**config.mk**
```make
export PLATFORM = sky130hd
export DESIGN_NAME = port_mux_top
export DESIGN_NICKNAME = d
export VERILOG_FILES = /design/src/source/mem_bus_pkg.sv /design/src/source/port_map_pkg.sv /design/src/source/addr_arbiter.sv /design/src/source/w_route_fifo.sv /design/src/source/resp_router.sv /design/src/source/port_mux_top.sv
export VERILOG_INCLUDE_DIRS = /design/src /design/src/source
export SDC_FILE = /design/constraint.sdc
export NUM_CORES = 1
export LEC_CHECK = 0
export ABC_AREA = 1
export BUFFER_PORTS_ARGS = -buffer_cell sky130_fd_sc_hd__buf_2
export CORE_AREA = 2 2 263 265
export DETAILED_ROUTE_END_ITERATION = 7
export DIE_AREA = 0 0 265 267
export SYNTH_ARGS = -nofsm -noshare
export SYNTH_HDL_FRONTEND = slang
export SYNTH_HIERARCHICAL = 1
export SYNTH_SLANG_ARGS = --single-unit
```
**constraint.sdc**
```tcl
create_clock -name clk_i -period 13.69 [get_ports clk_i]
set_input_delay 1.369 -clock clk_i [delete_from_list [all_inputs] [get_ports clk_i]]
set_output_delay 1.369 -clock clk_i [all_outputs]
set_load 0.01 [all_outputs]
```
**src/source/port_mux_settings.svh**
```systemverilog
// --------------------
// port mux settings
// bus widths and write-route queue depth for the memory port mux
// --------------------

`ifndef PORT_MUX_SETTINGS_SVH
`define PORT_MUX_SETTINGS_SVH

`define ADDR_WIDTH    32  // byte address
`define DATA_WIDTH    32  // one beat
`define ID_WIDTH      4   // transaction id, encodes the requester
`define LEN_WIDTH     4   // burst has len + 1 beats
`define W_ROUTE_DEPTH 4   // outstanding write owners

`endif

```
**src/source/mem_bus_pkg.sv**
```systemverilog
// --------------------
// memory bus types
// payload structs of the address, write, read and write-response channels
// --------------------

`include "port_mux_settings.svh"

package mem_bus_pkg;

  localparam int unsigned STRB_WIDTH = `DATA_WIDTH / 8;  // one strobe per byte

  typedef logic [`ID_WIDTH-1:0]   id_t;
  typedef logic [`ADDR_WIDTH-1:0] addr_t;
  typedef logic [`DATA_WIDTH-1:0] data_t;
  typedef logic [`LEN_WIDTH-1:0]  len_t;
  typedef logic [STRB_WIDTH-1:0]  strb_t;

  // --------------------
  // request side
  // --------------------

  // shared by ar and aw
  typedef struct packed {
    id_t   id;    // requester class lives in here
    addr_t addr;  // burst start
    len_t  len;   // beats minus one
  } addr_chan_t;

  typedef struct packed {
    data_t data;
    strb_t strb;  // byte enables
    logic  last;  // final beat of the burst
  } w_chan_t;

  // --------------------
  // response side
  // --------------------

  typedef struct packed {
    id_t   id;    // routes the beat back
    data_t data;
    logic  last;
  } r_chan_t;

  typedef struct packed {
    id_t        id;
    logic [1:0] resp;  // 00 is okay
  } b_chan_t;

endpackage

```
**src/source/port_map_pkg.sv**
```systemverilog
// --------------------
// port map
// requester encoding, arbiter states and id classification rules
// --------------------

`include "port_mux_settings.svh"

package port_map_pkg;

  localparam int unsigned NUM_REQ = 3;  // icache, bypass, dcache

  // steers every mux and demux in the port mux
  typedef enum logic [1:0] {
    REQ_ICACHE = 2'd0,
    REQ_BYPASS = 2'd1,
    REQ_DCACHE = 2'd2
  } requester_e;

  typedef enum logic {
    ARB_IDLE   = 1'b0,  // free to pick a new input
    ARB_LOCKED = 1'b1   // output waiting, grant frozen
  } arb_state_e;

  localparam logic [`ID_WIDTH-1:0] DCACHE_ID = `ID_WIDTH'('b0111);
  localparam logic [`ID_WIDTH-1:0] ICACHE_ID = '0;

  // aw side, icache never writes so it is the fallback
  function automatic requester_e id_to_write_owner(input logic [`ID_WIDTH-1:0] id);
    if (id == DCACHE_ID)    return REQ_DCACHE;
    if (id[`ID_WIDTH-1])    return REQ_BYPASS;  // top bit marks bypass
    return REQ_ICACHE;
  endfunction

  // r and b side, anything unknown goes to the dcache
  function automatic requester_e id_to_resp_target(input logic [`ID_WIDTH-1:0] id);
    if (id == ICACHE_ID)    return REQ_ICACHE;
    if (id[`ID_WIDTH-1])    return REQ_BYPASS;
    return REQ_DCACHE;
  endfunction

  // round-robin successor
  function automatic requester_e next_requester(input requester_e r);
    case (r)
      REQ_ICACHE: return REQ_BYPASS;
      REQ_BYPASS: return REQ_DCACHE;
      default:    return REQ_ICACHE;
    endcase
  endfunction

endpackage

```
**src/source/addr_arbiter.sv**
```systemverilog
// --------------------
// address arbiter
// round-robin pick of three address streams onto one output,
// grant locked while the output waits for ready
// --------------------

`timescale 1ns/1ns

module addr_arbiter
  import mem_bus_pkg::*;
  import port_map_pkg::*;
(
  input  logic       clk_i,
  input  logic       reset_i,
  // requester side
  input  addr_chan_t inp_chan_i  [3],
  input  logic       inp_valid_i [3],
  output logic       inp_ready_o [3],
  // shared side
  output addr_chan_t oup_chan_o,
  output logic       oup_valid_o,
  input  logic       oup_ready_i
);

  arb_state_e state_q;
  requester_e ptr_q;     // first input to look at
  requester_e lock_q;    // frozen grant
  requester_e cand;
  requester_e rr_grant;
  requester_e grant;
  logic       any_valid;
  logic       xfer;

  // --------------------
  // round-robin pick
  // --------------------
  always_comb begin
    rr_grant  = ptr_q;  // nothing valid, point at ptr
    any_valid = 1'b0;
    cand      = ptr_q;
    for (int k = 0; k < NUM_REQ; k++) begin
      cand = requester_e'(2'((int'(ptr_q) + k) % NUM_REQ));
      if (!any_valid && inp_valid_i[cand]) begin
        rr_grant  = cand;  // first valid at or after ptr
        any_valid = 1'b1;
      end
    end
  end

  assign grant = (state_q == ARB_LOCKED) ? lock_q : rr_grant;

  // output path is pure comb, zero latency
  assign oup_chan_o  = inp_chan_i[grant];
  assign oup_valid_o = (state_q == ARB_LOCKED) ? inp_valid_i[lock_q] : any_valid;
  assign xfer        = oup_valid_o & oup_ready_i;

  always_comb begin
    for (int i = 0; i < NUM_REQ; i++) begin
      inp_ready_o[i] = oup_ready_i && oup_valid_o && (int'(grant) == i);  // grant only
    end
  end

  // --------------------
  // lock and pointer
  // --------------------
  always_ff @(posedge clk_i) begin
    if (reset_i) begin
      state_q <= ARB_IDLE;
      ptr_q   <= REQ_ICACHE;
      lock_q  <= REQ_ICACHE;
    end else if (xfer) begin
      state_q <= ARB_IDLE;
      ptr_q   <= next_requester(grant);  // winner goes to the back
    end else if (oup_valid_o && state_q == ARB_IDLE) begin
      state_q <= ARB_LOCKED;  // stalled, hold this grant
      lock_q  <= grant;
    end
  end

  // stalled beat must not change under the memory
  a_hold_payload: assert property (@(posedge clk_i) disable iff (reset_i)
    (oup_valid_o && !oup_ready_i) |=> (oup_valid_o && $stable(oup_chan_o)));

endmodule

```
**src/source/w_route_fifo.sv**
```systemverilog
// --------------------
// write route queue
// remembers the owner of each accepted write address so that write
// data is taken from that owner, with fall-through when empty
// --------------------

`timescale 1ns/1ns

`include "port_mux_settings.svh"

module w_route_fifo
  import mem_bus_pkg::*;
  import port_map_pkg::*;
(
  input  logic       clk_i,
  input  logic       reset_i,
  // shared aw stream
  input  addr_chan_t aw_chan_i,
  input  logic       aw_valid_i,   // from arbiter
  output logic       aw_valid_o,   // toward memory, held off while full
  input  logic       aw_ready_i,   // from memory
  output logic       aw_ready_o,   // toward arbiter
  // shared w stream at memory
  input  logic       w_valid_i,
  input  logic       w_last_i,
  input  logic       w_ready_i,
  // current write owner
  output requester_e write_owner_o,
  output logic       owner_valid_o
);

  localparam int unsigned DEPTH = `W_ROUTE_DEPTH;
  localparam int unsigned PTR_W = (DEPTH > 1) ? $clog2(DEPTH) : 1;
  localparam int unsigned CNT_W = $clog2(DEPTH + 1);

  requester_e       owner_q [DEPTH];  // owner storage
  logic [PTR_W-1:0] rd_ptr_q;
  logic [PTR_W-1:0] wr_ptr_q;
  logic [CNT_W-1:0] count_q;
  requester_e       aw_owner;
  logic             full, empty;
  logic             push, pop;
  logic             store, deq;

  assign full  = (count_q == CNT_W'(DEPTH));
  assign empty = (count_q == '0);

  // full queue stalls aw on both sides of the handshake
  assign aw_valid_o = aw_valid_i & ~full;
  assign aw_ready_o = aw_ready_i & ~full;

  assign aw_owner = id_to_write_owner(aw_chan_i.id);
  assign push     = aw_valid_o & aw_ready_i;          // aw transfer
  assign pop      = w_valid_i & w_ready_i & w_last_i;  // burst done

  // empty queue with push and pop together: owner is used up on the spot
  assign store = push & ~(empty & pop);
  assign deq   = pop & ~empty;

  // --------------------
  // owner select
  // --------------------
  assign write_owner_o = !empty ? owner_q[rd_ptr_q] :
                         push   ? aw_owner : REQ_ICACHE;  // icache is the idle default
  assign owner_valid_o = ~empty | push;

  always_ff @(posedge clk_i) begin
    if (store) owner_q[wr_ptr_q] <= aw_owner;
  end

  always_ff @(posedge clk_i) begin
    if (reset_i) begin
      rd_ptr_q <= '0;
      wr_ptr_q <= '0;
      count_q  <= '0;
    end else begin
      if (store) wr_ptr_q <= (wr_ptr_q == PTR_W'(DEPTH - 1)) ? '0 : wr_ptr_q + 1'b1;
      if (deq)   rd_ptr_q <= (rd_ptr_q == PTR_W'(DEPTH - 1)) ? '0 : rd_ptr_q + 1'b1;
      if (store && !deq)      count_q <= count_q + 1'b1;
      else if (deq && !store) count_q <= count_q - 1'b1;
    end
  end

  // a new owner never lands on the unread head
  a_no_push_full: assert property (@(posedge clk_i) disable iff (reset_i)
    store |-> (empty || wr_ptr_q != rd_ptr_q));

  // last beat at memory needs an owner, queued or falling through
  a_no_pop_empty: assert property (@(posedge clk_i) disable iff (reset_i)
    pop |-> (!empty || push));

endmodule

```
**src/source/resp_router.sv**
```systemverilog
// --------------------
// response router
// steers write data from the current owner, routes read beats and
// write responses back to the requester named by their id
// --------------------

`timescale 1ns/1ns

module resp_router
  import mem_bus_pkg::*;
  import port_map_pkg::*;
(
  input  logic       clk_i,    // assertions only
  input  logic       reset_i,  // assertions only
  // write owner from the route queue
  input  requester_e write_owner_i,
  input  logic       owner_valid_i,
  // w, requesters to memory
  input  w_chan_t    req_w_i       [3],
  input  logic       req_w_valid_i [3],
  output logic       req_w_ready_o [3],
  output w_chan_t    mem_w_o,
  output logic       mem_w_valid_o,
  input  logic       mem_w_ready_i,
  // r, memory to requesters
  input  r_chan_t    mem_r_i,
  input  logic       mem_r_valid_i,
  output logic       mem_r_ready_o,
  output r_chan_t    req_r_o       [3],
  output logic       req_r_valid_o [3],
  input  logic       req_r_ready_i [3],
  // b, memory to requesters
  input  b_chan_t    mem_b_i,
  input  logic       mem_b_valid_i,
  output logic       mem_b_ready_o,
  output b_chan_t    req_b_o       [3],
  output logic       req_b_valid_o [3],
  input  logic       req_b_ready_i [3]
);

  requester_e r_target;
  requester_e b_target;

  // --------------------
  // write data mux
  // --------------------
  assign mem_w_o       = req_w_i[write_owner_i];
  assign mem_w_valid_o = owner_valid_i & req_w_valid_i[write_owner_i];

  always_comb begin
    for (int i = 0; i < NUM_REQ; i++) begin
      req_w_ready_o[i] = owner_valid_i && mem_w_ready_i && (int'(write_owner_i) == i);
    end
  end

  // --------------------
  // r and b demux
  // --------------------
  assign r_target = id_to_resp_target(mem_r_i.id);
  assign b_target = id_to_resp_target(mem_b_i.id);

  always_comb begin
    for (int i = 0; i < NUM_REQ; i++) begin
      req_r_o[i]       = mem_r_i;  // payload fans out, valid picks one
      req_r_valid_o[i] = mem_r_valid_i && (int'(r_target) == i);
      req_b_o[i]       = mem_b_i;
      req_b_valid_o[i] = mem_b_valid_i && (int'(b_target) == i);
    end
  end

  assign mem_r_ready_o = req_r_ready_i[r_target];  // back-pressure from target only
  assign mem_b_ready_o = req_b_ready_i[b_target];

  // stalled write beat keeps its owner and payload
  a_w_hold: assert property (@(posedge clk_i) disable iff (reset_i)
    (mem_w_valid_o && !mem_w_ready_i) |=> (mem_w_valid_o && $stable(mem_w_o)));

endmodule

```
**src/source/port_mux_top.sv**
```systemverilog
// --------------------
// memory port mux
// three requesters onto one burst bus, ar and aw arbitrated,
// w steered by the route queue, r and b routed by id
// --------------------

`timescale 1ns/1ns

module port_mux_top
  import mem_bus_pkg::*;
  import port_map_pkg::*;
(
  input  logic       clk_i,
  input  logic       reset_i,
  // requester side, indexed by requester_e
  input  addr_chan_t req_ar_i       [3],
  input  logic       req_ar_valid_i [3],
  output logic       req_ar_ready_o [3],
  input  addr_chan_t req_aw_i       [3],
  input  logic       req_aw_valid_i [3],
  output logic       req_aw_ready_o [3],
  input  w_chan_t    req_w_i        [3],
  input  logic       req_w_valid_i  [3],
  output logic       req_w_ready_o  [3],
  output r_chan_t    req_r_o        [3],
  output logic       req_r_valid_o  [3],
  input  logic       req_r_ready_i  [3],
  output b_chan_t    req_b_o        [3],
  output logic       req_b_valid_o  [3],
  input  logic       req_b_ready_i  [3],
  // memory side
  output addr_chan_t mem_ar_o,
  output logic       mem_ar_valid_o,
  input  logic       mem_ar_ready_i,
  output addr_chan_t mem_aw_o,
  output logic       mem_aw_valid_o,
  input  logic       mem_aw_ready_i,
  output w_chan_t    mem_w_o,
  output logic       mem_w_valid_o,
  input  logic       mem_w_ready_i,
  input  r_chan_t    mem_r_i,
  input  logic       mem_r_valid_i,
  output logic       mem_r_ready_o,
  input  b_chan_t    mem_b_i,
  input  logic       mem_b_valid_i,
  output logic       mem_b_ready_o
);

  logic       aw_arb_valid;  // before the full gate
  logic       aw_arb_ready;  // after the full gate
  requester_e write_owner;
  logic       owner_valid;

  // --------------------
  // address channels
  // --------------------
  addr_arbiter ar_arb (
    .clk_i       (clk_i),
    .reset_i     (reset_i),
    .inp_chan_i  (req_ar_i),
    .inp_valid_i (req_ar_valid_i),
    .inp_ready_o (req_ar_ready_o),
    .oup_chan_o  (mem_ar_o),
    .oup_valid_o (mem_ar_valid_o),
    .oup_ready_i (mem_ar_ready_i)  // ar never sees the queue
  );

  addr_arbiter aw_arb (
    .clk_i       (clk_i),
    .reset_i     (reset_i),
    .inp_chan_i  (req_aw_i),
    .inp_valid_i (req_aw_valid_i),
    .inp_ready_o (req_aw_ready_o),
    .oup_chan_o  (mem_aw_o),
    .oup_valid_o (aw_arb_valid),
    .oup_ready_i (aw_arb_ready)
  );

  w_route_fifo w_route (
    .clk_i         (clk_i),
    .reset_i       (reset_i),
    .aw_chan_i     (mem_aw_o),
    .aw_valid_i    (aw_arb_valid),
    .aw_valid_o    (mem_aw_valid_o),
    .aw_ready_i    (mem_aw_ready_i),
    .aw_ready_o    (aw_arb_ready),
    .w_valid_i     (mem_w_valid_o),  // watches the shared w stream
    .w_last_i      (mem_w_o.last),
    .w_ready_i     (mem_w_ready_i),
    .write_owner_o (write_owner),
    .owner_valid_o (owner_valid)
  );

  // --------------------
  // data and responses
  // --------------------
  resp_router router (
    .clk_i         (clk_i),
    .reset_i       (reset_i),
    .write_owner_i (write_owner),
    .owner_valid_i (owner_valid),
    .req_w_i       (req_w_i),
    .req_w_valid_i (req_w_valid_i),
    .req_w_ready_o (req_w_ready_o),
    .mem_w_o       (mem_w_o),
    .mem_w_valid_o (mem_w_valid_o),
    .mem_w_ready_i (mem_w_ready_i),
    .mem_r_i       (mem_r_i),
    .mem_r_valid_i (mem_r_valid_i),
    .mem_r_ready_o (mem_r_ready_o),
    .req_r_o       (req_r_o),
    .req_r_valid_o (req_r_valid_o),
    .req_r_ready_i (req_r_ready_i),
    .mem_b_i       (mem_b_i),
    .mem_b_valid_i (mem_b_valid_i),
    .mem_b_ready_o (mem_b_ready_o),
    .req_b_o       (req_b_o),
    .req_b_valid_o (req_b_valid_o),
    .req_b_ready_i (req_b_ready_i)
  );

endmodule

```
==> flow_summary.yaml, run 1 <==
worst_setup_path:
  critical_path.slowest_cell: "o31ai_1"
  worstSetupPathType: "input pin to primary output"
  timing.rr.start: "aw_arb/ptr_q[0]"
  cp_slowest_stage_delay_ns: 0.96
  worst_ep_required_time_ns: 12.32
  worstPathCellList: "buf_2, inv_1, o21ai_0, nand2_1, nand3_1, nor2_1, nor2_1, nand2_2, buf_4, nand2_2, nand2_1, nand3_1, nand2_1, inv_1, nand4_1, o31ai_1, inv_2, nor2_4, nand2_1, nand3_1, buf_2"
  critical_path_arrival_ns: 6.32
  critical_path.most_common_cell: "nand2_1"
  count_of_cells_along_the_worst_register_to_register_path: 30
  regToRegSetupSlack_ns: 6.45
  crit_path_max_fanout: 42
  crit_start: "req_aw_valid_i[0]"
  setup.worst_path.end_class: "primary output"
  worstSetupStartpointType: "input pin"
  crit-reg2reg-capture: "w_route/count_q[1]"
sta:
  final_period_minus_worst_setup_slack_ns: 7.69
  finClkSkew_ns: 0.00616
  setup_tns_ns: 0
  setup_violations: 0
  maxSlewHeadroom_pct: 23.3
  final-hold-violation-count: 0
  timing.fmax_mhz: 130
  slew_violations: 0
  final.period_utilization_pct: 56.2
  grt_setup_unrepaired: "no"
  timing_worst_slew_pin_value_ns: 1.15
clock_tree:
  cts.clk_slew.worst_paths_ns: 0.07
  clock-root-buffer: "clkbuf_16"
  insertion_delay_ns: 0.28
  holdBufCountCts: 0
  cts_num_sinks: 27
  cts-htree-levels: 1
  cts_tree: "done"
  post-cts-setup-buffer-count: 0
  clockBufferDepth: 2
  tritoncts.num_buffers: 3
  cts-resized-gates: 0
min_path:
  class_of_the_most_critical_hold_timing_path: "register to register"
  hold-path-cell-count: 2
  hold_start: "w_route/rd_ptr_q[1]"
layout:
  synthToLayoutAreaGrowth_pct: 41.3
  post-route-cell-area_mm2: 0.00920
  layout_filler_cell_count: 8042
  multi_input_comb_area_mm2: 0.00377
  ff_latch_area_um2: 621
  fin_nets: 2055
  layout_cell_share_with_drive_strength_beyond_1_pct: 36.3
  instances_no_fill: 2515
detailed_routing:
  drt-total-wl_um: 42900
  detail_route.drc_violations: 0
  dr_total_vias: 9020
  dr.pass1.iters: 5
  dr_wl_cell_um: 17.0
  detail_route.iter0.violations: 478
  drt-vias-per-instance: 3.59
  drtAntennaViolNets: 0
synth:
  yosys_warnings: 6
  ff_latch_count_synth: 27
  part_of_the_yosys_area_used_for_sequential_elements_pct: 9.53
  yosysTopAreaCellShare_pct: 26.2
  synth_nets: 1683
  postSynthCellCount: 1252
  yosys.area.top_type: "nand2_1"
  synthesis.area_mm2: 0.00651
  average_instance_area_after_synthesis_um2: 5.20
  post_synth_num_cell_types: 29
  synth.top_cells.by_area: "nand2_1 26%, nand3_1 18%, buf_4 15%"
place:
  place_congestion: 0.840
  place.detailed.instances: 2501
  hpwl_um: 37400
  placement.cell_area_mm2: 0.00909
  io_buffer_count: 541
pwr:
  power.static_leakage_nw: 5.66
  power_mw: 2.96
  ir_worst_vdd_v: 0.000162
  power-per-cell-area_mw_per_mm2: 321
floorplanning:
  initial_cell_density_of_the_core_pct: 9.58
  dieHeight_um: 267
  standard_cell_core_area_mm2: 0.0680
  pin_count: 682
  floorplan.die_area_mm2: 0.0708
  die_width_um: 265
  placement_rows: 96
flow_run:
  max_cap_viol_count: 0
global_route:
  grt_overflow_total: 0
  largest_net_degree_at_the_start_of_global_routing: 47
  initial_antenna_violation_count: 55
  number_of_global_route_vias_before_repair: 8154
  globalRouteTotalUtil_pct: 11.4
  first_pass_grt_wire_length_um: 56700
run_status:
  status: "completed"
-- how the worst max path moves through the flow --
stage | end | slack [ns] | cells past startpoint
after global routing | w_route/count_q[2] | 5.50 | 31
after global placement | w_route/count_q[1] | 6.08 | 28
after CTS | mem_w_o[0] | 5.99 | 21
final | mem_w_o[0] | 6.00 | 21
after detailed placement | w_route/count_q[1] | 5.86 | 28
after floorplan | mem_w_o[10] | 8.35 | 20
-- final cells by class --
| type | instances | share of cell area, % |
|---|---|---|
| Antenna cell | 10 | 0.272 |
| Clock buffer | 3 | 0.816 |
| Clock inverter | 1 | 0.0816 |
| Inverter | 226 | 9.22 |
| Multi-Input combinational cell | 819 | 40.9 |
| Sequential cell | 27 | 6.75 |
| Tap cell | 882 | 12.0 |
| Timing Repair Buffer | 547 | 29.9 |
-- metal layers --
metal | GRT usage, % | vias to the layer above | wire length, um
li1 | - | 4431 | -
met1 | 10.7 | 3823 | 14300
met2 | 20.8 | 560 | 21700
met3 | 4.36 | 184 | 4270
met4 | 6.73 | 22 | 2390
met5 | 0 | - | 122
-- state kept, by name (all words and copies together), names as in the netlist, named ones only --
| signal | cells |
|---|---|
| aw_arb/ptr_q | 2 |
| aw_arb/state_q | 1 |
| ar_arb/state_q | 1 |
| w_route/count_q | 3 |
| w_route/wr_ptr_q | 2 |
| ar_arb/ptr_q | 2 |
| w_route/rd_ptr_q | 2 |
| w_route/owner_q | 8 |
| ar_arb/lock_q | 2 |
| aw_arb/lock_q | 2 |
-- cell usage after synthesis --
cell	instances
o21bai_1	1
nand2_1	454
o31ai_1	2
o21ai_1	2
a211oi_1	2
o21ai_0	15
buf_6	11
nand4_1	9
fa_1	1
nor2_1	42
or2_2	2
clkbuf_1	10
nand2_2	7
nor2_4	6
ha_1	14
inv_1	215
edfxtp_1	8
dfxtp_1	19
nand3_4	1
nor3_1	7
nand3_1	232
inv_2	11
buf_2	27
buf_4	132
nand3b_1	2
nand2_4	3
nor2_2	2
nor2_8	3
a21oi_1	12
-- critical path: cells and delay by family --
| kind | cells | cell delay [ns] |
|---|---|---|
| AOI/OAI and AO/OA | 2 | 1.11 |
| buffers and inverters | 6 | 0.92 |
| and+or+nand+nor | 13 | 2.85 |
-- kinds of logic (layout without fill, tap and decap cells) --
logic type	Yosys count	after routing	synth area share (%)
compound gates	34	34	2.81
flops	27	27	9.53
other cells	0	10	0
fa+ha+maj	15	15	3.00
simple gates	770	770	51.9
buf+inv	406	777	32.8
-- per-stage QoR --
step | hold slack (ns) | worst slack (ns) | utilization (%)
6_report | 0.506 | 6.00 | 13.5
5_1_grt | 0.535 | 5.50 | 13.5
4_1_cts | 0.508 | 5.99 | 13.5
3_5_place_dp | 0.497 | 5.86 | 13.4
3_3_place_gp | 0.492 | 6.08 | 13.4
2_1_floorplan | 0.450 | 8.35 | -
-- layout by cell type (no fill, tap or decap) --
master and instances:
clkinvlp_4 1, a211oi_1 2, buf_4 6, nand3_1 232, o21ai_0 15, inv_2 11
buf_2 541, dfxtp_1 19, o21ai_1 2, nor2_4 7, edfxtp_1 8, nand2_4 3
nor2_2 2, a21oi_1 12, fa_1 1, o31ai_1 2, nand4_1 9, nor2_8 3
nand2_1 452, nand3_4 1, nor3_1 7, diode_2 10, nand3b_1 2, or2_2 2
o21bai_1 1, inv_1 215, ha_1 14, clkbuf_16 3, nor2_1 41, nand2_2 9
-- power breakdown --
group | leakage, nW | switching [mW] | internal, mW
sequential | 0.230 | 0.0257 | 0.119
clock | 0.0372 | 0.0317 | 0.0399
combinational | 5.39 | 1.85 | 0.890
total | 5.66 | 1.91 | 1.05
No activity file was read; power rests on OpenSTA's default activity.
==> run 2, diff against run 1 <==
CORE_AREA = 2 2 265 267   (was 2 2 263 265)
DIE_AREA = 0 0 267 269   (was 0 0 265 267)
clock period = 8 ns   (was 13.69 ns; I/O delays follow)
==> run 2 against run 1 <==
Critical path type is now register to register; register-to-register slack worse by 4.2 ns; power up 72%; largest power group unchanged; first-iteration DRC count down 15%; sequential power up 71%; combinational power up 72%; critical path depth up 10; routed wire length down 24%; critical endpoint is now w_route/count_q[1]; clock power up 84%; global-route usage down 3.2 points.
==> flow_summary.yaml, run 2 (synthesis gave the netlist of run 1 again) <==
sta:
  slew_violations: 0
  setup_slack_of_the_critical_path_after_layout_ns: 2.22
  final_period_minus_worst_setup_slack_ns: 5.78
  final.period_utilization_pct: 72.2
  setup_violations: 0
  timing.fmax_mhz: 173
  maxSlewHeadroom_pct: 36.2
  final-hold-violation-count: 0
  grt_setup_unrepaired: "no"
  setup_tns_ns: 0
  timing_worst_slew_pin_value_ns: 0.954
  finClkSkew_ns: 0.0129
floorplanning:
  standard_cell_core_area_mm2: 0.0693
  die_width_um: 267
  dieHeight_um: 269
  initial_cell_density_of_the_core_pct: 9.40
  pin_count: 682
  floorplan.die_area_mm2: 0.0718
  placement_rows: 97
layout:
  largest-register: "w_route/owner_q"
  most_frequent_cells_in_the_layout: "541 x buf_2, 452 x nand2_1, 232 x nand3_1, 215 x inv_1, 41 x nor2_1"
  largest_register_ff_count: 8
  layout_filler_cell_count: 8123
  layout.cells.most_common: "buf_2"
  synthToLayoutAreaGrowth_pct: 42.1
  diode_insertion_count_for_antenna_repair: 0
  largest_registers: "w_route/owner_q (8), w_route/count_q (3)"
  layout_cell_share_with_drive_strength_beyond_1_pct: 36.3
  instances_no_fill: 2564
  fin_nets: 2056
  post-route-cell-area_mm2: 0.00925
place:
  place_congestion: 0.848
  place.detailed.instances: 2560
  io_buffer_count: 541
  placement.cell_area_mm2: 0.00917
  hpwl_um: 27900
  post-place-ws_ns: 2.09
worst_setup_path:
  setup.worst_path.end_class: "register"
  crit_path_max_fanout: 41
  worstSetupStartpointType: "register"
  critical_path.most_common_cell: "nand2_1"
  worstSetupPathType: "register to register"
  critical_path_arrival_ns: 5.97
  cp_slowest_stage_delay_ns: 0.57
  worst_ep_required_time_ns: 8.19
  critical_path.slowest_cell: "nand2_2"
flow_run:
  max_cap_viol_count: 0
pwr:
  power.static_leakage_nw: 5.67
  ir_worst_vdd_v: 0.000206
  power-per-cell-area_mw_per_mm2: 551
clock_tree:
  tritoncts.num_buffers: 3
  cts.clk_slew.worst_paths_ns: 0.09
  cts-resized-gates: 0
  post-cts-setup-buffer-count: 0
  clock-root-buffer: "clkbuf_16"
  holdBufCountCts: 0
  clockBufferDepth: 2
  cts_tree: "done"
  cts_num_sinks: 27
  insertion_delay_ns: 0.29
  cts-htree-levels: 1
min_path:
  class_of_the_most_critical_hold_timing_path: "register to register"
global_route:
  largest_net_degree_at_the_start_of_global_routing: 47
  grt_overflow_total: 0
  initial_antenna_violation_count: 4
  globalRouteTotalUtil_pct: 8.11
  first_pass_grt_wire_length_um: 43200
  number_of_global_route_vias_before_repair: 7391
detailed_routing:
  dr_wl_cell_um: 12.8
  detail_route.iter0.violations: 404
  detail_route.drc_violations: 0
  drt-vias-per-instance: 3.41
  dr.pass1.iters: 5
  dr_total_vias: 8754
  drt-total-wl_um: 32800
  drtAntennaViolNets: 0
run_status:
  status: "completed"
==> run 2: area by class of cell <==
| type | count | area [um2] | area share, % |
|---|---|---|---|
| clock buffers | 3 | 75.1 | 0.811 |
| clock inverters | 1 | 8.76 | 0.0947 |
| inverters | 226 | 848 | 9.17 |
| multi-input cells | 819 | 3760 | 40.7 |
| flip-flops and latches | 27 | 621 | 6.71 |
| well taps | 940 | 1180 | 12.7 |
| repair buffers | 548 | 2760 | 29.8 |
==> run 2: routing by layer <==
layer / vias to the layer above / GRT usage, % / routed length (um)
li1: 4424 / - / -
met4: 6 / 4.42 / 1610
met1: 3746 / 8.54 / 12300
met3: 57 / 3.26 / 3550
met5: - / 1.08 / 138
met2: 521 / 13.8 / 15100
==> run 2: metrics by stage <==
step | hold WS (ns) | util [%] | total power, mW
after global routing | 0.538 | 13.3 | 5.67
after detailed placement | 0.485 | 13.2 | 4.99
final | 0.505 | 13.3 | 5.10
after floorplan | 0.450 | - | 3.36
after CTS | 0.504 | 13.3 | 5.14
after global placement | 0.491 | 13.2 | 4.98
==> run 2: critical path: cells and delay by family (launching register included) <==
kind / cells / cell delay [ns]
compound gates: 2 / 0.45
fa+ha+maj: 3 / 0.96
buf+inv: 8 / 1.31
flops: 1 / 0.42
simple gates: 18 / 2.51
==> run 2: final timing paths <==
check	from	endpoint	slack (ns)	cells past startpoint
worst max register to register	aw_arb/ptr_q[0]	w_route/count_q[1]	2.22	31
worst max-delay path	aw_arb/ptr_q[0]	w_route/count_q[1]	2.22	31
worst min register to register	w_route/rd_ptr_q[1]	w_route/rd_ptr_q[1]	0.51	2
worst min-delay path	w_route/rd_ptr_q[1]	w_route/rd_ptr_q[1]	0.51	2
==> run 2: where the power goes <==
part	total, mW	internal (mW)	switching, mW
Sequential	0.248	0.204	0.0442
Combinational	4.72	1.52	3.19
Clock	0.132	0.0698	0.0618
